File: config.mk
export PLATFORM = sky130hd
export DESIGN_NAME = i3c_addr_csr
export DESIGN_NICKNAME = d
export VERILOG_FILES = /design/src/hdl/i3c_csr_pkg.sv /design/src/hdl/i3c_ccc_pkg.sv /design/src/hdl/i3c_addr_csr.sv /design/src/hdl/csr_read_resp.sv /design/src/hdl/addr_csr_regs.sv /design/src/hdl/ccc_addr_decode.sv
export SDC_FILE = /design/constraint.sdc
export NUM_CORES = 1
export LEC_CHECK = 0
export BUFFER_PORTS_ARGS = -buffer_cell sky130_fd_sc_hd__buf_2
export CAP_MARGIN = 20
export CORE_AREA = 3 3 107 109
export CTS_CLUSTER_SIZE = 40
export DETAILED_ROUTE_END_ITERATION = 8
export DIE_AREA = 0 0 110 112
export PLACE_DENSITY_LB_ADDON = 0.08
export SLEW_MARGIN = 20
export SYNTH_ARGS = -nofsm -noshare
export SYNTH_HDL_FRONTEND = slang
export SYNTH_HIERARCHICAL = 1
export SYNTH_SLANG_ARGS = --single-unit
File: constraint.sdc
create_clock -name clk_i -period 2.9 [get_ports clk_i]
set_input_delay 0.435 -clock clk_i [delete_from_list [all_inputs] [get_ports clk_i]]
set_output_delay 0.435 -clock clk_i [all_outputs]
set_load 0.05 [all_outputs]
File: src/hdl/i3c_csr_pkg.sv
package i3c_csr_pkg;

    localparam int unsigned CsrDataWidth = 32;

    // Byte offsets of the standby controller registers
    localparam int unsigned AddrDeviceAddr     = 'h0;
    localparam int unsigned AddrVirtDeviceAddr = 'h4;
    localparam int unsigned AddrRstactParams   = 'h8;

    typedef enum logic [1:0] {
        REG_DEVICE_ADDR,
        REG_VIRT_DEVICE_ADDR,
        REG_RSTACT,
        REG_NONE  // Unmapped offset
    } csr_reg_e;

    // Layout shared by DEVICE_ADDR and VIRT_DEVICE_ADDR
    localparam int unsigned StaticAddrLsb  = 0;   // Bits 6..0
    localparam int unsigned StaticValidBit = 15;
    localparam int unsigned DynAddrLsb     = 16;  // Bits 22..16
    localparam int unsigned DynValidBit    = 31;

    // Action code of RSTACT_PARAMS in bits 7..0
    localparam int unsigned RstActionLsb = 0;

endpackage

File: src/hdl/i3c_ccc_pkg.sv
package i3c_ccc_pkg;

    // Static and dynamic I3C addresses
    localparam int unsigned I3cAddrWidth = 7;

    // Address-changing CCCs after priority resolution
    typedef enum logic [2:0] {
        CCC_NONE,
        CCC_SETDASA,
        CCC_RSTDAA,
        CCC_SETNEWDA,
        CCC_SETAASA
    } ccc_op_e;

    // Bit indices into the two-bit target mask
    localparam int unsigned TgtPhys = 0;  // Main device
    localparam int unsigned TgtVirt = 1;  // Virtual target

endpackage
File: src/hdl/i3c_addr_csr.sv
`timescale 1ns/1ns

module i3c_addr_csr
    import i3c_ccc_pkg::*;
    import i3c_csr_pkg::*;
#(
    parameter int unsigned CsrAddrWidth = 12
) (
    input  logic                    clk_i,
    input  logic                    reset_i,

    // Software CSR port
    input  logic                    cpuif_req_i,
    input  logic                    cpuif_req_is_wr_i,
    input  logic [CsrAddrWidth-1:0] cpuif_addr_i,
    input  logic [CsrDataWidth-1:0] cpuif_wr_data_i,
    input  logic [CsrDataWidth-1:0] cpuif_wr_biten_i,
    output logic                    cpuif_rd_ack_o,
    output logic                    cpuif_rd_err_o,
    output logic [CsrDataWidth-1:0] cpuif_rd_data_o,
    output logic                    cpuif_wr_ack_o,
    output logic                    cpuif_wr_err_o,

    // CCC strobes from the bus side
    input  logic                    set_dasa_i,
    input  logic [I3cAddrWidth-1:0] set_dasa_addr_i,
    input  logic                    set_dasa_valid_i,
    input  logic                    set_dasa_virt_i,
    input  logic                    rstdaa_i,
    input  logic                    set_newda_i,
    input  logic [I3cAddrWidth-1:0] newda_i,
    input  logic                    set_newda_virt_i,
    input  logic                    set_aasa_i,
    input  logic                    set_aasa_virt_i,
    input  logic                    rst_action_valid_i,
    input  logic [7:0]              rst_action_i,

    output logic [I3cAddrWidth-1:0] dyn_addr_o,
    output logic                    dyn_addr_valid_o,
    output logic [I3cAddrWidth-1:0] virt_dyn_addr_o,
    output logic                    virt_dyn_addr_valid_o,
    output logic [7:0]              rst_action_o
);

    ccc_op_e                 ccc_op;
    logic [1:0]              tgt_mask;
    logic [I3cAddrWidth-1:0] op_addr;
    logic                    rstact_valid;
    logic [7:0]              rstact_value;
    csr_reg_e                reg_sel;
    logic                    sw_wr_en;
    logic                    sw_rd_en;
    logic                    sw_err_wr;
    logic                    sw_err_rd;
    logic [CsrDataWidth-1:0] device_addr_q;
    logic [CsrDataWidth-1:0] virt_device_addr_q;
    logic [CsrDataWidth-1:0] rstact_q;

    ccc_addr_decode #(
        .CsrAddrWidth(CsrAddrWidth)
    ) i_decode (
        .clk_i              (clk_i),
        .reset_i            (reset_i),
        .set_dasa_i         (set_dasa_i),
        .set_dasa_addr_i    (set_dasa_addr_i),
        .set_dasa_valid_i   (set_dasa_valid_i),
        .set_dasa_virt_i    (set_dasa_virt_i),
        .rstdaa_i           (rstdaa_i),
        .set_newda_i        (set_newda_i),
        .newda_i            (newda_i),
        .set_newda_virt_i   (set_newda_virt_i),
        .set_aasa_i         (set_aasa_i),
        .set_aasa_virt_i    (set_aasa_virt_i),
        .rst_action_valid_i (rst_action_valid_i),
        .rst_action_i       (rst_action_i),
        .cpuif_req_i        (cpuif_req_i),
        .cpuif_req_is_wr_i  (cpuif_req_is_wr_i),
        .cpuif_addr_i       (cpuif_addr_i),
        .ccc_op_o           (ccc_op),
        .tgt_mask_o         (tgt_mask),
        .op_addr_o          (op_addr),
        .rstact_valid_o     (rstact_valid),
        .rstact_value_o     (rstact_value),
        .reg_sel_o          (reg_sel),
        .sw_wr_en_o         (sw_wr_en),
        .sw_rd_en_o         (sw_rd_en),
        .sw_err_wr_o        (sw_err_wr),
        .sw_err_rd_o        (sw_err_rd)
    );

    addr_csr_regs i_regs (
        .clk_i                 (clk_i),
        .reset_i               (reset_i),
        .ccc_op_i              (ccc_op),
        .tgt_mask_i            (tgt_mask),
        .op_addr_i             (op_addr),
        .rstact_valid_i        (rstact_valid),
        .rstact_value_i        (rstact_value),
        .reg_sel_i             (reg_sel),
        .sw_wr_en_i            (sw_wr_en),
        .wr_data_i             (cpuif_wr_data_i),
        .wr_biten_i            (cpuif_wr_biten_i),
        .device_addr_q_o       (device_addr_q),
        .virt_device_addr_q_o  (virt_device_addr_q),
        .rstact_q_o            (rstact_q),
        .dyn_addr_o            (dyn_addr_o),
        .dyn_addr_valid_o      (dyn_addr_valid_o),
        .virt_dyn_addr_o       (virt_dyn_addr_o),
        .virt_dyn_addr_valid_o (virt_dyn_addr_valid_o),
        .rst_action_o          (rst_action_o)
    );

    csr_read_resp i_resp (
        .clk_i                (clk_i),
        .reset_i              (reset_i),
        .reg_sel_i            (reg_sel),
        .sw_rd_en_i           (sw_rd_en),
        .sw_wr_en_i           (sw_wr_en),
        .sw_err_rd_i          (sw_err_rd),
        .sw_err_wr_i          (sw_err_wr),
        .device_addr_q_i      (device_addr_q),
        .virt_device_addr_q_i (virt_device_addr_q),
        .rstact_q_i           (rstact_q),
        .rd_ack_o             (cpuif_rd_ack_o),
        .rd_err_o             (cpuif_rd_err_o),
        .rd_data_o            (cpuif_rd_data_o),
        .wr_ack_o             (cpuif_wr_ack_o),
        .wr_err_o             (cpuif_wr_err_o)
    );

endmodule

File: src/hdl/csr_read_resp.sv
`timescale 1ns/1ns

module csr_read_resp
    import i3c_csr_pkg::*;
(
    input  logic                    clk_i,
    input  logic                    reset_i,

    input  csr_reg_e                reg_sel_i,
    input  logic                    sw_rd_en_i,
    input  logic                    sw_wr_en_i,
    input  logic                    sw_err_rd_i,
    input  logic                    sw_err_wr_i,

    input  logic [CsrDataWidth-1:0] device_addr_q_i,
    input  logic [CsrDataWidth-1:0] virt_device_addr_q_i,
    input  logic [CsrDataWidth-1:0] rstact_q_i,

    output logic                    rd_ack_o,
    output logic                    rd_err_o,
    output logic [CsrDataWidth-1:0] rd_data_o,
    output logic                    wr_ack_o,
    output logic                    wr_err_o
);

    logic [CsrDataWidth-1:0] rd_data_d;

    // Zero unless a mapped read is accepted
    always_comb begin
        rd_data_d = '0;
        if (sw_rd_en_i) begin
            case (reg_sel_i)
                REG_DEVICE_ADDR:      rd_data_d = device_addr_q_i;
                REG_VIRT_DEVICE_ADDR: rd_data_d = virt_device_addr_q_i;
                REG_RSTACT:           rd_data_d = rstact_q_i;
                default:              rd_data_d = '0;
            endcase
        end
    end

    always_ff @(posedge clk_i) begin
        if (reset_i) begin
            rd_ack_o <= 1'b0;
            rd_err_o <= 1'b0;
            wr_ack_o <= 1'b0;
            wr_err_o <= 1'b0;
        end else begin
            rd_ack_o <= sw_rd_en_i || sw_err_rd_i;  // Rejected reads are acked too
            rd_err_o <= sw_err_rd_i;
            wr_ack_o <= sw_wr_en_i || sw_err_wr_i;
            wr_err_o <= sw_err_wr_i;
        end
    end

    always_ff @(posedge clk_i) begin
        rd_data_o <= rd_data_d;
    end

    a_one_ack: assert property (@(posedge clk_i) disable iff (reset_i)
        !(rd_ack_o && wr_ack_o));

endmodule

File: src/hdl/addr_csr_regs.sv
`timescale 1ns/1ns

module addr_csr_regs
    import i3c_ccc_pkg::*;
    import i3c_csr_pkg::*;
(
    input  logic                    clk_i,
    input  logic                    reset_i,

    input  ccc_op_e                 ccc_op_i,
    input  logic [1:0]              tgt_mask_i,
    input  logic [I3cAddrWidth-1:0] op_addr_i,
    input  logic                    rstact_valid_i,
    input  logic [7:0]              rstact_value_i,

    input  csr_reg_e                reg_sel_i,
    input  logic                    sw_wr_en_i,
    input  logic [CsrDataWidth-1:0] wr_data_i,
    input  logic [CsrDataWidth-1:0] wr_biten_i,

    output logic [CsrDataWidth-1:0] device_addr_q_o,
    output logic [CsrDataWidth-1:0] virt_device_addr_q_o,
    output logic [CsrDataWidth-1:0] rstact_q_o,

    output logic [I3cAddrWidth-1:0] dyn_addr_o,
    output logic                    dyn_addr_valid_o,
    output logic [I3cAddrWidth-1:0] virt_dyn_addr_o,
    output logic                    virt_dyn_addr_valid_o,
    output logic [7:0]              rst_action_o
);

    localparam logic [CsrDataWidth-1:0] AddrOnes = CsrDataWidth'((1 << I3cAddrWidth) - 1);
    localparam logic [CsrDataWidth-1:0] SwWrMask =
        (AddrOnes << StaticAddrLsb) | (CsrDataWidth'(1) << StaticValidBit);
    localparam logic [CsrDataWidth-1:0] DynMask =
        (AddrOnes << DynAddrLsb) | (CsrDataWidth'(1) << DynValidBit);
    localparam logic [CsrDataWidth-1:0] AddrRsvd = ~(SwWrMask | DynMask);
    localparam logic [CsrDataWidth-1:0] RstMask  = CsrDataWidth'(8'hff) << RstActionLsb;

    logic [CsrDataWidth-1:0] sw_be;
    logic [CsrDataWidth-1:0] rstact_q;

    // Software reaches the static fields only
    assign sw_be = wr_biten_i & SwWrMask;

    // One address register per target, indexed like tgt_mask
    for (genvar i = 0; i < 2; i++) begin : g_tgt
        localparam csr_reg_e SwSel = (i == TgtPhys) ? REG_DEVICE_ADDR : REG_VIRT_DEVICE_ADDR;

        logic [CsrDataWidth-1:0] addr_q;
        logic [CsrDataWidth-1:0] addr_d;
        logic                    sw_hit;

        assign sw_hit = sw_wr_en_i && (reg_sel_i == SwSel);

        always_comb begin
            addr_d = addr_q;
            if (sw_hit) begin
                addr_d = (addr_q & ~sw_be) | (wr_data_i & sw_be);
            end
            if (tgt_mask_i[i]) begin
                case (ccc_op_i)
                    CCC_SETDASA, CCC_SETNEWDA: begin
                        addr_d[DynAddrLsb +: I3cAddrWidth] = op_addr_i;
                        addr_d[DynValidBit]                = 1'b1;
                    end
                    CCC_RSTDAA: begin
                        addr_d[DynAddrLsb +: I3cAddrWidth] = '0;
                        addr_d[DynValidBit]                = 1'b0;
                    end
                    CCC_SETAASA: begin
                        // Static address as it was before any same-cycle write
                        addr_d[DynAddrLsb +: I3cAddrWidth] =
                            addr_q[StaticAddrLsb +: I3cAddrWidth];
                        addr_d[DynValidBit]                = 1'b1;
                    end
                    default: begin
                    end
                endcase
            end
        end

        always_ff @(posedge clk_i) begin
            if (reset_i) begin
                addr_q <= '0;
            end else begin
                addr_q <= addr_d;
            end
        end
    end

    always_ff @(posedge clk_i) begin
        if (reset_i) begin
            rstact_q <= '0;
        end else if (rstact_valid_i) begin
            rstact_q[RstActionLsb +: 8] <= rstact_value_i;
        end
    end

    assign device_addr_q_o      = g_tgt[TgtPhys].addr_q;
    assign virt_device_addr_q_o = g_tgt[TgtVirt].addr_q;
    assign rstact_q_o           = rstact_q;

    assign dyn_addr_o            = device_addr_q_o[DynAddrLsb +: I3cAddrWidth];
    assign dyn_addr_valid_o      = device_addr_q_o[DynValidBit];
    assign virt_dyn_addr_o       = virt_device_addr_q_o[DynAddrLsb +: I3cAddrWidth];
    assign virt_dyn_addr_valid_o = virt_device_addr_q_o[DynValidBit];
    assign rst_action_o          = rstact_q[RstActionLsb +: 8];

    a_rsvd_zero: assert property (@(posedge clk_i) disable iff (reset_i)
        ((device_addr_q_o & AddrRsvd) == '0) &&
        ((virt_device_addr_q_o & AddrRsvd) == '0) &&
        ((rstact_q & ~RstMask) == '0));

endmodule

File: src/hdl/ccc_addr_decode.sv
`timescale 1ns/1ns

module ccc_addr_decode
    import i3c_ccc_pkg::*;
    import i3c_csr_pkg::*;
#(
    parameter int unsigned CsrAddrWidth = 12
) (
    input  logic                    clk_i,
    input  logic                    reset_i,

    input  logic                    set_dasa_i,
    input  logic [I3cAddrWidth-1:0] set_dasa_addr_i,
    input  logic                    set_dasa_valid_i,
    input  logic                    set_dasa_virt_i,
    input  logic                    rstdaa_i,
    input  logic                    set_newda_i,
    input  logic [I3cAddrWidth-1:0] newda_i,
    input  logic                    set_newda_virt_i,
    input  logic                    set_aasa_i,
    input  logic                    set_aasa_virt_i,
    input  logic                    rst_action_valid_i,
    input  logic [7:0]              rst_action_i,

    input  logic                    cpuif_req_i,
    input  logic                    cpuif_req_is_wr_i,
    input  logic [CsrAddrWidth-1:0] cpuif_addr_i,

    output ccc_op_e                 ccc_op_o,
    output logic [1:0]              tgt_mask_o,
    output logic [I3cAddrWidth-1:0] op_addr_o,
    output logic                    rstact_valid_o,
    output logic [7:0]              rstact_value_o,
    output csr_reg_e                reg_sel_o,
    output logic                    sw_wr_en_o,
    output logic                    sw_rd_en_o,
    output logic                    sw_err_wr_o,
    output logic                    sw_err_rd_o
);

    ccc_op_e                 ccc_op_d;
    logic [1:0]              tgt_mask_d;
    logic [I3cAddrWidth-1:0] op_addr_d;
    logic                    sw_wr;
    logic                    sw_rd;
    logic                    sw_wr_ok;

    // RSTDAA and SETDASA share the SETDASA target flag
    always_comb begin
        ccc_op_d   = CCC_NONE;
        tgt_mask_d = '0;
        op_addr_d  = '0;
        if (rstdaa_i) begin
            ccc_op_d            = CCC_RSTDAA;
            tgt_mask_d[TgtPhys] = ~set_dasa_virt_i;
            tgt_mask_d[TgtVirt] = set_dasa_virt_i;
        end else if (set_dasa_i && set_dasa_valid_i) begin  // Address qualified by parser
            ccc_op_d            = CCC_SETDASA;
            tgt_mask_d[TgtPhys] = ~set_dasa_virt_i;
            tgt_mask_d[TgtVirt] = set_dasa_virt_i;
            op_addr_d           = set_dasa_addr_i;
        end else if (set_newda_i) begin
            ccc_op_d            = CCC_SETNEWDA;
            tgt_mask_d[TgtPhys] = ~set_newda_virt_i;
            tgt_mask_d[TgtVirt] = set_newda_virt_i;
            op_addr_d           = newda_i;
        end else if (set_aasa_i || set_aasa_virt_i) begin
            ccc_op_d            = CCC_SETAASA;  // Both targets possible
            tgt_mask_d[TgtPhys] = set_aasa_i;
            tgt_mask_d[TgtVirt] = set_aasa_virt_i;
        end
    end

    always_ff @(posedge clk_i) begin
        if (reset_i) begin
            ccc_op_o       <= CCC_NONE;
            tgt_mask_o     <= '0;
            rstact_valid_o <= 1'b0;
        end else begin
            ccc_op_o       <= ccc_op_d;
            tgt_mask_o     <= tgt_mask_d;
            rstact_valid_o <= rst_action_valid_i;
        end
    end

    always_ff @(posedge clk_i) begin
        op_addr_o      <= op_addr_d;
        rstact_value_o <= rst_action_i;
    end

    always_comb begin
        case (cpuif_addr_i)
            CsrAddrWidth'(AddrDeviceAddr):     reg_sel_o = REG_DEVICE_ADDR;
            CsrAddrWidth'(AddrVirtDeviceAddr): reg_sel_o = REG_VIRT_DEVICE_ADDR;
            CsrAddrWidth'(AddrRstactParams):   reg_sel_o = REG_RSTACT;
            default:                           reg_sel_o = REG_NONE;
        endcase
    end

    assign sw_wr    = cpuif_req_i && cpuif_req_is_wr_i;
    assign sw_rd    = cpuif_req_i && !cpuif_req_is_wr_i;
    assign sw_wr_ok = (reg_sel_o == REG_DEVICE_ADDR) || (reg_sel_o == REG_VIRT_DEVICE_ADDR);

    assign sw_wr_en_o  = sw_wr && sw_wr_ok;
    assign sw_err_wr_o = sw_wr && !sw_wr_ok;  // RSTACT is read-only
    assign sw_rd_en_o  = sw_rd && (reg_sel_o != REG_NONE);
    assign sw_err_rd_o = sw_rd && (reg_sel_o == REG_NONE);

    a_op_has_target: assert property (@(posedge clk_i) disable iff (reset_i)
        (ccc_op_o != CCC_NONE) |-> (tgt_mask_o != '0));

endmodule

Yosys cells after proc, flatten, opt, wreduce, memory -nomap -nowiden
Cells that the tools add are included.

Word-level logic and storage cells: 78. Bits in registers: 129. Bits of input ports: 111.

Multiplexer cells: 22. Bitwise logic cells: 8. Reductions and logical operators: 21. Eq/ne operators: 10.

Operators by type and width (count): one-hot mux 32 bit (3 select lines) (1); AND 32 bit (2); two-way mux 32 bit (2); OR 32 bit (2); one-hot mux 7 bit (3 select lines) (2); AND 32 x 16 -> 32 bit (1); inverter 16 -> 32 bit (1); two-way mux 7 bit (4); two-way mux 2 bit (7); equality test 12 x 3 -> 1 bit, second input constant (1); equality test 12 x 4 -> 1 bit, second input constant (1); zero test 12 bit (1); logical AND 1 bit (9); equality test 3 x 2 -> 1 bit, second input constant (2); one-hot mux 2 bit (3 select lines) (1); equality test 2 bit, second input constant (2); logical OR 1 bit (4); one-hot mux 1 bit (2 select lines) (2); OR reduction 2 bit (2); OR reduction 4 bit (1); equality test 3 x 1 -> 1 bit, second input constant (1); equality test 3 bit, second input constant (1); two-way mux 3 bit (1); OR reduction 3 bit (1); 6 further kinds (9).

Logic depth before layout (Yosys ltp)
Gate-level depths: netlist (run 1).

Depth after elaboration: 9. Depth in mapped cells: 8. Gate-level depth less buffers: 6.

Cells and area by module
The synthesis (run 1) kept the hierarchy.

By module, submodules not included: addr_csr_regs (area an instance 2511.2 sq um, instances 1, cells an instance 276); csr_read_resp (area an instance 1855.5 sq um, instances 1, cells an instance 187); ccc_addr_decode (area an instance 711.9 sq um, instances 1, cells an instance 75).

Worst setup path before layout (run 1)
OpenSTA, ideal clock, no wires.

Kind: input to register. Start point: input cpuif_addr_i[5]. End point: register (tool-made name). Buffers on the path: 1. Stages: 7. Slack: 0.675 ns. Arrival time: 2.093 ns. Library setup time: 0.132 ns. Required time: 2.768 ns. Cells stage by stage: nor4_2 nand2_1 or4_1 or3b_1 clkbuf_1 o21ai_0 a21oi_1.

RTL lines: from (decl) (RTL line i3c_addr_csr.sv:15) `input logic [CsrAddrWidth-1:0] cpuif_addr_i,`.

==> results of run 1 <==
-- through the flow --
stage	setup slack (ns)	hold WS, ns	util (%)	instance area [sq um]	cells
floorplan	0.675	0.440	-	5290	593
global route	0.498	0.135	50.9	5450	764
detailed placement	0.260	0.458	49.4	5280	750
CTS	0.655	0.149	50.9	5450	764
finish	0.656	0.175	50.9	5450	764
global placement	0.298	0.444	49.4	5280	750
-- report_power, final --
group	switching (W)	total (W)	internal, W
clock network	0.000448	0.000776	0.000327
registers	0.0000453	0.00142	0.00137
logic	0.000205	0.000320	0.000115
total	0.000698	0.00251	0.00181
-- worst min-delay path by stage --
stage	start	end	slack (ns)	depth (start not counted)
floorplan	i_decode/rstact_value_o[0]	i_regs/rstact_q_o[0]	0.44	2
finish	rst_action_i[7]	i_decode/rstact_value_o[7]	0.17	1
detailed placement	i_decode/rstact_value_o[3]	i_regs/rstact_q_o[3]	0.46	2
global placement	i_decode/rstact_value_o[1]	i_regs/rstact_q_o[1]	0.44	2
global route	rst_action_i[5]	i_decode/rstact_value_o[5]	0.14	1
CTS	rst_action_i[5]	i_decode/rstact_value_o[5]	0.15	1
-- cells in the final DEF, fill, tap and decap left out, types with 2 or more instances in the layout --
master / count
a21oi_1: 28
a221oi_2: 14
and2_1: 33
and3b_1: 3
buf_2: 122
buf_4: 8
clkbuf_8: 10
clkinvlp_4: 2
conb_1: 56
dfxtp_1: 97
inv_1: 22
mux2i_1: 42
nand2_1: 11
nand2b_1: 2
nand3_1: 23
nand3_4: 3
nand3b_1: 33
nor2_1: 17
nor2b_1: 5
nor3_1: 2
nor4_2: 2
o21ai_0: 17
o21ai_1: 31
o21bai_1: 2
o311ai_0: 3
o311ai_1: 11
or3b_1: 8
-- per-layer routing --
layer	vias to the layer above	track usage, %	wire, microns
met5	-	0	0
met4	0	6.98	189
met3	15	3.13	537
met2	102	28.9	4990
met1	1659	22.6	4750
li1	1905	-	-
-- critical path, delay by kind of cell --
family	cells	cell delay, ns
AO/OA/AOI/OAI	2	0.31
AND/OR/NAND/NOR	4	1.63
buffers and inverters	1	0.10
-- final cells by class --
type | instances | area (sq um) | area share, %
clock buffer | 10 | 138 | 2.53
clock inverter | 4 | 28.8 | 0.528
inverter | 22 | 82.6 | 1.52
multi-input combinational | 360 | 2390 | 43.9
sequential | 97 | 1940 | 35.6
tap | 140 | 175 | 3.22
timing repair buffer | 131 | 691 | 12.7
-- kinds of logic after synthesis --
| logic type | Yosys count | synth area share, % |
|---|---|---|
| buf+inv | 136 | 19.1 |
| mux | 42 | 8.28 |
| compound gates | 112 | 15.5 |
| simple gates | 150 | 18.8 |
| other cells | 1 | 0.0738 |
| flops | 97 | 38.2 |
==> run summary, run 1 <==
The number of buffers added on ports is 122, and the y dimension of the die is 112 microns. Counting the buffers created by CTS gives 9. The run gives 0 as the number of setup violations in the final report. The largest incremental delay on the critical path was 0.61 ns; the maximum clock frequency was 446 MHz. The antenna violation net count after detailed routing is 0. Commonest register cell after synthesis: dfxtp_1.

For the pin with the worst max-slew slack, the measured transition is 0.856 ns. The number of antenna diodes in the final layout is 0. For the final routed database, the setup TNS stands at 0 ns. Dominant cell type by area after synthesis: dfxtp_1. The largest fanout on the critical path is 8, and the detailed-routing iteration count for the pre-antenna-repair pass is 4. After the first detailed-routing iteration, the DRC count stood at 151.

The most common cell in the synthesized netlist is dfxtp_1. The row count was 38; the combined area of all synthesized cells was 5080 sq um. For the worst setup path, the data arrival time is 2.48 ns. The min-delay analysis places its worst path in the category in -> reg.

The congestion estimate from routability-driven global placement came to 0.770. Post-CTS timing repair inserted 0 buffers for setup. The clock passes through at most 2 buffers. The layout overhead on the synthesized area is 7.27%. The die covers 12,300 sq um. Measured against its own limit, the worst slew margin works out to 42.8%.

For the count of instances resized after the clock tree is built, the log shows 0. For the data required time at the worst endpoint, the log shows 3.14 ns. In this run the critical register-to-register path is launched from i_decode/ccc_op_o[0]. Number of enable-type register cells in the synthesized netlist: 0. The most critical setup path has its startpoint at cpuif_addr_i[5]. Type of element launching the critical path: an input pin. In this run the horizontal extent of the chip is 110 microns. The number of distinct standard cells referenced by the synthesized netlist came out at 46.

The number of flip-flops and latches in the synthesized netlist was 97. The overall track demand over capacity in global routing was 17.6%; the total vias in the final route was 3,681. The via count of the first global-routing pass is 3,508. The cell at the slowest stage of the critical path was or4_2.

For the residual overflow from global routing, the log shows 0. The ratio of routed vias to standard cells works out to 4.82. Number of slew-limit violations in the final report: 0.

The endpoint identified for the worst register-to-register timing path is i_regs/device_addr_q_o[16]. Across the run, the number of max-cap violations was 0. The H-tree was split into 3 levels.

The tree is rooted in a clkbuf_8. Walking the worst path, the cells encountered are buf_2 -> nor4_2 -> nand2_1 -> or4_2 -> or3b_1 -> o21ai_0 -> a21oi_1. The final clock skew is 0.0105 ns, and the final-layout fill cell count is 1,053. The largest net degree at the start of global routing was 68; the post-synthesis sequential area ratio was 38.2%. The power per cell area was 461 nW/um^2; the register-to-register setup slack was 1.04 ns. The flow ran to the end, and the final reports show no timing, DRC or antenna violations. During I/O placement, the number of pins put on the boundary was 171.

In the post-synthesis netlist, the biggest area contributors are dfxtp_1 (38%), buf_4 (12%), mux2i_1 (8.3%). TritonCTS built the clock tree. The cell count after synthesis came out at 538. After synthesis, the most frequently instantiated cells are dfxtp_1 (97), buf_4 (81), mux2i_1 (42), and2_1 (33), nand3b_1 (33).

The first global-routing pass estimated 17.1 mm of wire. STA classifies the critical path endpoint as a flop. Count of hold buffers inserted by post-cts repair: 0. The mean instance size in the synthesized netlist was 9.44 sq um; the peak supply drop was 0.202 mV.

For this configuration, the core starts out at a cell density of 47.5%. The latest clock arrival within the worst-skew pair is 0.36 ns. After detailed routing, the number of remaining DRC violations is 0.

The final critical-path required period came out at 2.24 ns. The placeable core region was 10,700 sq um; the async set-reset flop share out of synthesis was 0%. The portion of the clock cycle consumed by the worst path in the final layout came out at 77.4%.

The clock edge transition at the registers on the reported setup and hold paths works out to 0.09 ns. The number of endpoints with negative hold slack in the final report is 0. Measured in cells, the most critical reg-to-reg path has a length of 3. Total power: 0.00251 W. In this run the static leakage power is 2.53 nW. During synthesis, Yosys emitted a total of 6 warnings.

The logs give 7.69 mm for the half-perimeter wire length after detailed placement and 97 for the number of sinks on the clock net. The area fraction of the dominant cell type after synthesis works out to 38.2%. Setup repair after global routing left no endpoint under its margin. By startpoint and endpoint, the worst setup path is classified as in -> reg. Wires add up to 10.5 mm. The initial antenna violation count was 0; the routed wirelength normalized by instance count was 13.7 microns. Cells with a size suffix above 1 make up 27.6% of the layout. Number of nets in the layout: 732.
Power figures use the tool's default switching activity.
==> run 2, diff against run 1 <==
- ABC_AREA: unset -> 1
- CORE_AREA: 3 3 107 109 -> 3 3 109 111
- DIE_AREA: 0 0 110 112 -> 0 0 112 114
- clock period: 2.9 -> 1.9 ns (I/O delays scaled with it)
==> run 2 against run 1 <==
Effect of this change: sequential power is 51% higher; count of clock-buffer cells in the layout shrank 1; sequential cell count is the same; combinational power up 43%; critical path type unchanged.
==> run summary, run 2 <==
The first global-routing pass estimated 18.6 mm of wire. Setup repair after global routing left no endpoint under its margin. Input and output buffers added on the ports amount to 122. The tools report the antenna violation net count after detailed routing as 0. The run gives 0 as the number of setup violations in the final report. The die is 112 microns wide. Leaving out fill and tap cells, the most frequent cell in the layout is nand2_1. The final critical-path required period was 1.47 ns. The run gives 3.08 nW as the leakage power figure. Cell type with the highest occurrence count on the critical path: nand2_1. For the worst-case hold slack, the log shows 0.112 ns. Summed over all layers, the global routing overflow is 0. The overall routed net length is 11.1 mm. The tree is rooted in a clkbuf_8. The longest clock path from root to sink contains 2 buffers. The number of antenna diodes in the final layout is 0. On the critical path, the stage with the largest delay is an instance of nor2_8.

The number of levels the H-tree was split into is 3. The worst setup path is launched from an input pin. The initial core utilization is 45.7%. The run gives 0.37 ns as the latest clock arrival within the worst-skew pair. The region available for standard cell placement spans 10,900 sq um.

By area the synthesized netlist is led by dfxtp_1 (39%), nand2_1 (15%), buf_4 (13%). The critical path contains buffers and inverters numbering 4 combined. The area fraction of the dominant cell type after synthesis works out to 39.0%.

Walking the worst path, the cells encountered are buf_2 -> nor2_1 -> nand2_1 -> inv_2 -> nand3_2 -> nand3_2 -> nand2_1 -> buf_12 -> nor2_8 -> nand2_1 -> nand3_1 -> nand2_1 -> inv_1. Of all nets on the critical path, the largest fanout is 32. By startpoint and endpoint, the worst setup path is classified as in -> reg. The cell family contributing the most delay on the critical path was simple AND/OR/NAND/NOR gates.

In the global route stage, overall resource usage came out at 17.8%. The routed layout has 4,332 vias. The share of post-route cells with drive strength above 1 was 21.3%; the met1 track demand over resource was 23.2%. Routing layer with the top usage in global route: met2. Yosys instantiated no cell more often than nand2_1.

The worst setup path is captured at a flop. The number of sinks on the clock net was 97. By count the netlist is led by nand2_1 (194), nand3_1 (114), dfxtp_1 (97), buf_4 (89), nor2_1 (69). Power per cell area: 715 nW/um^2. Floorplan die area: 12,800 sq um. Buffers inserted to repair hold after CTS numbered 7.

The portion of the clock cycle consumed by the worst path in the final layout was 77.4%; the initial antenna violation count was 0. The number of slew-limit violations in the final report was 0. For the final routed database, the setup TNS stands at 0 ns.

OpenSTA, run right after detailed placement, puts the worst setup slack at 0.0456 ns. Across the run, the number of max-cap violations was 0. For this run, global-route usage on met3 was measured as 3.08%.

After layout, the worst setup slack is 0.429 ns. The post-synthesis cell count was 717. The number of enable-type register cells in the synthesized netlist works out to 0.

The top cell types in the final layout, fill and taps aside, are nand2_1 (194), buf_2 (122), nand3_1 (114). Using the TritonRoute via totals, the vias-per-cell ratio works out to 4.51. Based on the critical path, the design can be clocked at up to 680 MHz. The flow ran to the end, and the final reports show no timing, DRC or antenna violations. For this run, the leading register cell type out of synthesis is dfxtp_1. Measured on the finished design, the core utilization comes to 51.4%. The number of distinct standard cells referenced by the synthesized netlist came out at 26. The detailed-routing iteration count for the pre-antenna-repair pass was 4. For the post-synthesis sequential area ratio, the log shows 39.0%.

VDD sags by at most 0.428 mV. The tools report the via count of the first global-routing pass as 4,062. The number of nets in the layout was 927.

The largest single stage delay on the critical path is 0.37 ns. The first routing iteration left 211 violations. The y dimension of the die was 114 microns; the final clock skew was 0.00674 ns. Async set-reset flop share out of synthesis: 0%. After clock tree synthesis, the clock-pin slew on the worst setup and hold paths is 0.10 ns. The count of synthesis-stage warnings from yosys came out at 6. Setup slack on the worst reg-to-reg path comes out at 0.63 ns. The mean instance size in the synthesized netlist is 6.95 sq um. Counting the buffers created by CTS gives 9.

The met2 layer usage reported by global route is 29.9%, and the routed wirelength normalized by instance count is 11.5 microns. The number of endpoints with negative hold slack in the final report came out at 0. The congestion estimate from routability-driven global placement came to 0.765. The completed layout was analyzed and its total power is 0.00400 W. The cell count of the worst hold path works out to 3.

The dominant cell type by area after synthesis is dfxtp_1. The row count was 38; the number of buffers inserted by post-CTS setup repair was 0. The worst endpoint data arrival time is 1.78 ns, and the logic depth of the worst register-to-register path is 7.

Count of instances resized after the clock tree is built: 0. TritonCTS built the clock tree. Largest net degree at the start of global routing: 34. The combined area of all synthesized cells was 4980 sq um; the final-layout fill cell count was 1,129. At the worst endpoint, the required time is 2.21 ns.

Compared with the post-synthesis result, the final layout area differs by 12.4%. In this run the number of cells on the critical path is 13. The synthesized design contains 97 register bits. The run gives 8.48 mm as the half-perimeter wire length after detailed placement.

For this run, design rule violations remaining after detail routing come to 0. During I/O placement, the number of pins put on the boundary was 171. In this run the worst hold path is classified as in -> reg.
-- run 2: changes by cell type in the layout (fill, tap and decap cells not counted), sizes merged, moves of 38 or more --
| cell | change |
|---|---|
| nand2 | +189 |
| nand3 | +91 |
| nor2 | +57 |
| inv | +54 |
| mux2i | -42 |
| o21ai | -38 |
-- run 2: per-stage QoR --
stage	cell area [sq um]	instances
floorplan	5190	772
global placement	5310	937
detailed placement	5310	937
CTS	5590	960
global route	5600	961
finish	5600	961
-- run 2: logic make-up after synthesis --
family / after synthesis / share of synthesized area [%]
other: 1 / 0.0753
and+or+nand+nor: 395 / 34.8
AOI/OAI and AO/OA: 40 / 4.14
DFF: 97 / 39.0
buffers and inverters: 184 / 22.0
-- run 2: worst min-delay path: cells and delay by family --
kind	cells	cell delay, ns
and+or+nand+nor	1	0.03
buffers and inverters	2	0.13
-- run 2: worst paths after layout --
path                              from                         end
setup / recovery       cpuif_addr_i[7]        i_resp/rd_data_o[22]
hold / removal      rst_action_valid_i     i_decode/rstact_valid_o
setup reg to reg  i_decode/ccc_op_o[0]  i_regs/device_addr_q_o[18]
hold reg to reg                   flop                        flop
-- run 2: power by group --
part | leakage (nW) | switching, W | total, W | internal (W)
Combinational | 2.18 | 0.000317 | 0.000458 | 0.000142
Clock | 0.103 | 0.000774 | 0.00141 | 0.000634
Sequential | 0.791 | 0.0000432 | 0.00214 | 0.00209
Total | 3.08 | 0.00113 | 0.00400 | 0.00287
-- run 2: layer usage --
| layer | wire, microns | vias to the layer above |
|---|---|---|
| met5 | 0 | - |
| met4 | 162 | 0 |
| met3 | 569 | 12 |
| met2 | 5280 | 110 |
| met1 | 5060 | 1921 |
| li1 | - | 2289 |
-- run 2: cell type report --
type | instances | area, sq um | area share [%]
Sequential cell | 97 | 1940 | 34.7
Multi-Input combinational cell | 491 | 2150 | 38.5
Inverter | 73 | 274 | 4.89
Timing Repair Buffer | 144 | 846 | 15.1
Tap cell | 140 | 175 | 3.13
Clock inverter | 7 | 83.8 | 1.50
Clock buffer | 9 | 124 | 2.21
==> run 3, diff against run 2 <==
- CORE_AREA: 3 3 109 111 -> 3 3 106 108
- DIE_AREA: 0 0 112 114 -> 0 0 109 111
- clock period: 1.9 -> 1.4 ns (I/O delays scaled with it)
==> run 3 against run 2 <==
Effect of this change: clock skew grew 0.0070 ns; design area grew 2.4%; cell count grew 0.94%; core utilization grew 4.1 points; register-to-register slack lost 0.44 ns; combinational power grew 40%; sequential cell count is the same; sequential share of layout area shrank 0.81 points; critical path depth is the same; count of clock-buffer cells in the layout is the same.
==> run summary, run 3 (synthesis results as in run 2) <==
The detail route stage leaves a number of antenna-violating nets equal to 0. The critical path goes through buf_2 -> inv_1 -> nand2_1 -> nor2_1 -> nand3_2 -> nand3_2 -> nand2_1 -> buf_4 -> nor2_8 -> nand2_1 -> nand3_1 -> nand2_1 -> inv_1. Setup violations remaining at the end of the flow were counted as 0. Relative to the synthesized area, the layout overhead comes to 15.1%. The actual slew at the worst max-slew pin came out at 0.655 ns. The tightest min-delay check is of the in -> reg type. The total overflow left after global routing is 0. Across all register-to-register paths, the minimum setup slack is 0.19 ns. Half-perimeter wire length after detailed placement: 8.66 mm. The latest clock arrival within the worst-skew pair is 0.37 ns. The peak supply drop was 0.597 mV; the routed length on met2 was 5.43 mm.

By instance count, the cell type seen most on the critical path is nand2_1. The number of endpoints with negative hold slack in the final report is 0, and the instance count after placement with tap cells included is 944. The clock passes through at most 2 buffers. Once layout is complete, the utilization of the core stands at 55.5%. The tools report the nature of the critical path endpoint as a flop. On the critical path, the stage with the largest delay is an instance of buf_4.

The post-route cell area is 5730 sq um, and the y dimension of the die is 111 microns. The tools report the capturing point of the worst reg2reg path as i_regs/virt_device_addr_q_o[22]. The smallest clock period supported by the final layout is computed as 1.30 ns.

Critical path start-end classification: in -> reg. Using the TritonRoute via totals, the vias-per-cell ratio works out to 4.54. The portion of the clock cycle consumed by the worst path in the final layout works out to 92.9%. The clock edge transition at the registers on the reported setup and hold paths was 0.10 ns. The critical path starts at cpuif_addr_i[0].

The detailed router put a total of 5.36 mm of wire on met1. The post-route setup TNS came out at 0 ns. Summed over all cells, the static leakage comes to 3.14 nW.

The type of element launching the critical path was an input pin. The run gives 195 as the initial DRC count. The floorplan die area came out at 12,100 sq um. The run gives 1,042 as the final-layout fill cell count. The tools report the overall track demand over capacity in global routing as 19.0%. The library cell used most frequently in the layout, excluding fill and tap cells, is nand2_1. In the final design database the tool counted 940 nets. Setup repair after global routing could not meet its margin everywhere. The H-tree generated during clock tree synthesis spans 3 levels.

On the final layout, the worst clock skew is 0.0137 ns. The highest layer touched by signal routing is met4. At the worst endpoint, the required time is 1.73 ns. The maximum clock frequency was 769 MHz; the number of ports placed on the die boundary was 171.

The tools report the worst slew margin relative to its limit as 56.3%. Worst reg2reg path startpoint: i_decode/ccc_op_o[0]. The number of buffers inserted during clock tree synthesis was 9; the detailed-routed wire length on met3 was 538 microns. The largest fanout on the critical path is 10. For this block, the via count after detailed routing is 4,400.

The post-route netlist has 23.6% of its cells at a drive strength greater than 1. The largest incremental delay on the critical path is 0.23 ns, and the number of slew-limit violations in the final report is 0. Summed over all layers, the routed wires come to 11.6 mm. The core region is 10,300 sq um. For the worst endpoint data arrival time, the log shows 1.63 ns. The number of cells on the worst reg-to-reg path is 7. Number of max-cap violations: 0. Power spread over the standard cell area amounts to 926 nW/um^2. The critical path ends at i_resp/rd_data_o[1]. The number of DRC violations after detailed routing was 0.

Routability-driven placement finished with a final weighted congestion of 0.821. The cell sitting at the root of the clock tree is a clkbuf_8. In the final routed layout, each cell accounts on average for 11.9 microns. The flow ran to the end, and the final reports show no timing, DRC or antenna violations. In the layout the commonest cells are nand2_1 (192), buf_2 (122), nand3_1 (114). The initial core utilization is 48.2%, and the number of sinks on the clock net is 97. The via count of the first global-routing pass was 4,164; the detailed-routing iteration count for the pre-antenna-repair pass was 4. Entering global routing, the biggest net connects 25 pins. The number of buffers added on ports was 122; the number of buffers inserted by post-CTS setup repair was 0. The initial antenna violation count is 0. The first global-routing pass estimated 18.6 mm of wire. TritonCTS built the clock tree. The run gives 37 as the row count.

The tools report the final standard cell count with taps included and fillers excluded as 970. The number of antenna diodes in the final layout is 0. The cell area reported after detailed placement was 5430 sq um. Measured along the x axis, the die boundary spans 109 microns.
[run 3: changes by cell type in the layout (fill, tap and decap cells not counted), moves of 3 or more]
cell | previous run | this run
nor2_1 | 68 | 65
buf_4 | 10 | 20
inv_1 | 67 | 63
nor2_4 | 2 | 6
[run 3: area by class of cell]
class                   count  area [sq um]  share of cell area, %
clock buffers               9           124                   2.16
inverters                  73           279                   4.87
well taps                 136           170                   2.97
multi-input cells         493          2210                   38.6
clock inverters             7          66.3                   1.16
repair buffers            155           941                   16.4
flip-flops and latches     97          1940                   33.9
[run 3: power breakdown]
part	internal, W	switching [W]
Clock	0.000696	0.00107
Combinational	0.000203	0.000439
Sequential	0.00284	0.0000584
Total	0.00374	0.00157
[run 3: metal layers]
| metal | vias up | GRT usage [%] |
|---|---|---|
| met4 | 0 | 6.73 |
| met1 | 1964 | 24.7 |
| li1 | 2316 | - |
| met5 | - | 0 |
| met2 | 102 | 31.1 |
| met3 | 18 | 3.84 |
[run 3: repair_timing]
item	CTS	global route
resized for setup	0	3
hold endpoints to repair	8	0
hold buffers	8	0
endpoints found under the setup margin	0	20
[run 3: per-stage QoR]
| step | power (W) | hold slack, ns | setup slack, ns |
|---|---|---|---|
| 2_1_floorplan | 0.00353 | 0.238 | -0.0932 |
| 3_3_place_gp | 0.00358 | 0.312 | -0.301 |
| 3_5_place_dp | 0.00358 | 0.314 | -0.339 |
| 4_1_cts | 0.00537 | 0.0162 | 0.0527 |
| 5_1_grt | 0.00557 | 0.0261 | -0.00728 |
| 6_report | 0.00531 | 0.0328 | 0.0992 |
[run 3: worst min-delay path by stage]
stage                                   from                          to  slack [ns]  depth (start not counted)
after floorplan              rst_action_i[0]  i_decode/rstact_value_o[0]        0.24                          0
after global placement       rst_action_i[3]  i_decode/rstact_value_o[3]        0.31                          1
after detailed placement     rst_action_i[4]  i_decode/rstact_value_o[4]        0.31                          1
after CTS                 rst_action_valid_i     i_decode/rstact_valid_o        0.02                          3
after global routing      rst_action_valid_i     i_decode/rstact_valid_o        0.03                          3
final                     rst_action_valid_i     i_decode/rstact_valid_o        0.03                          3
[run 3: critical path: cells and delay by family]
kind                   cells  cell delay, ns
and+or+nand+nor            9            0.98
buffers and inverters      4            0.42
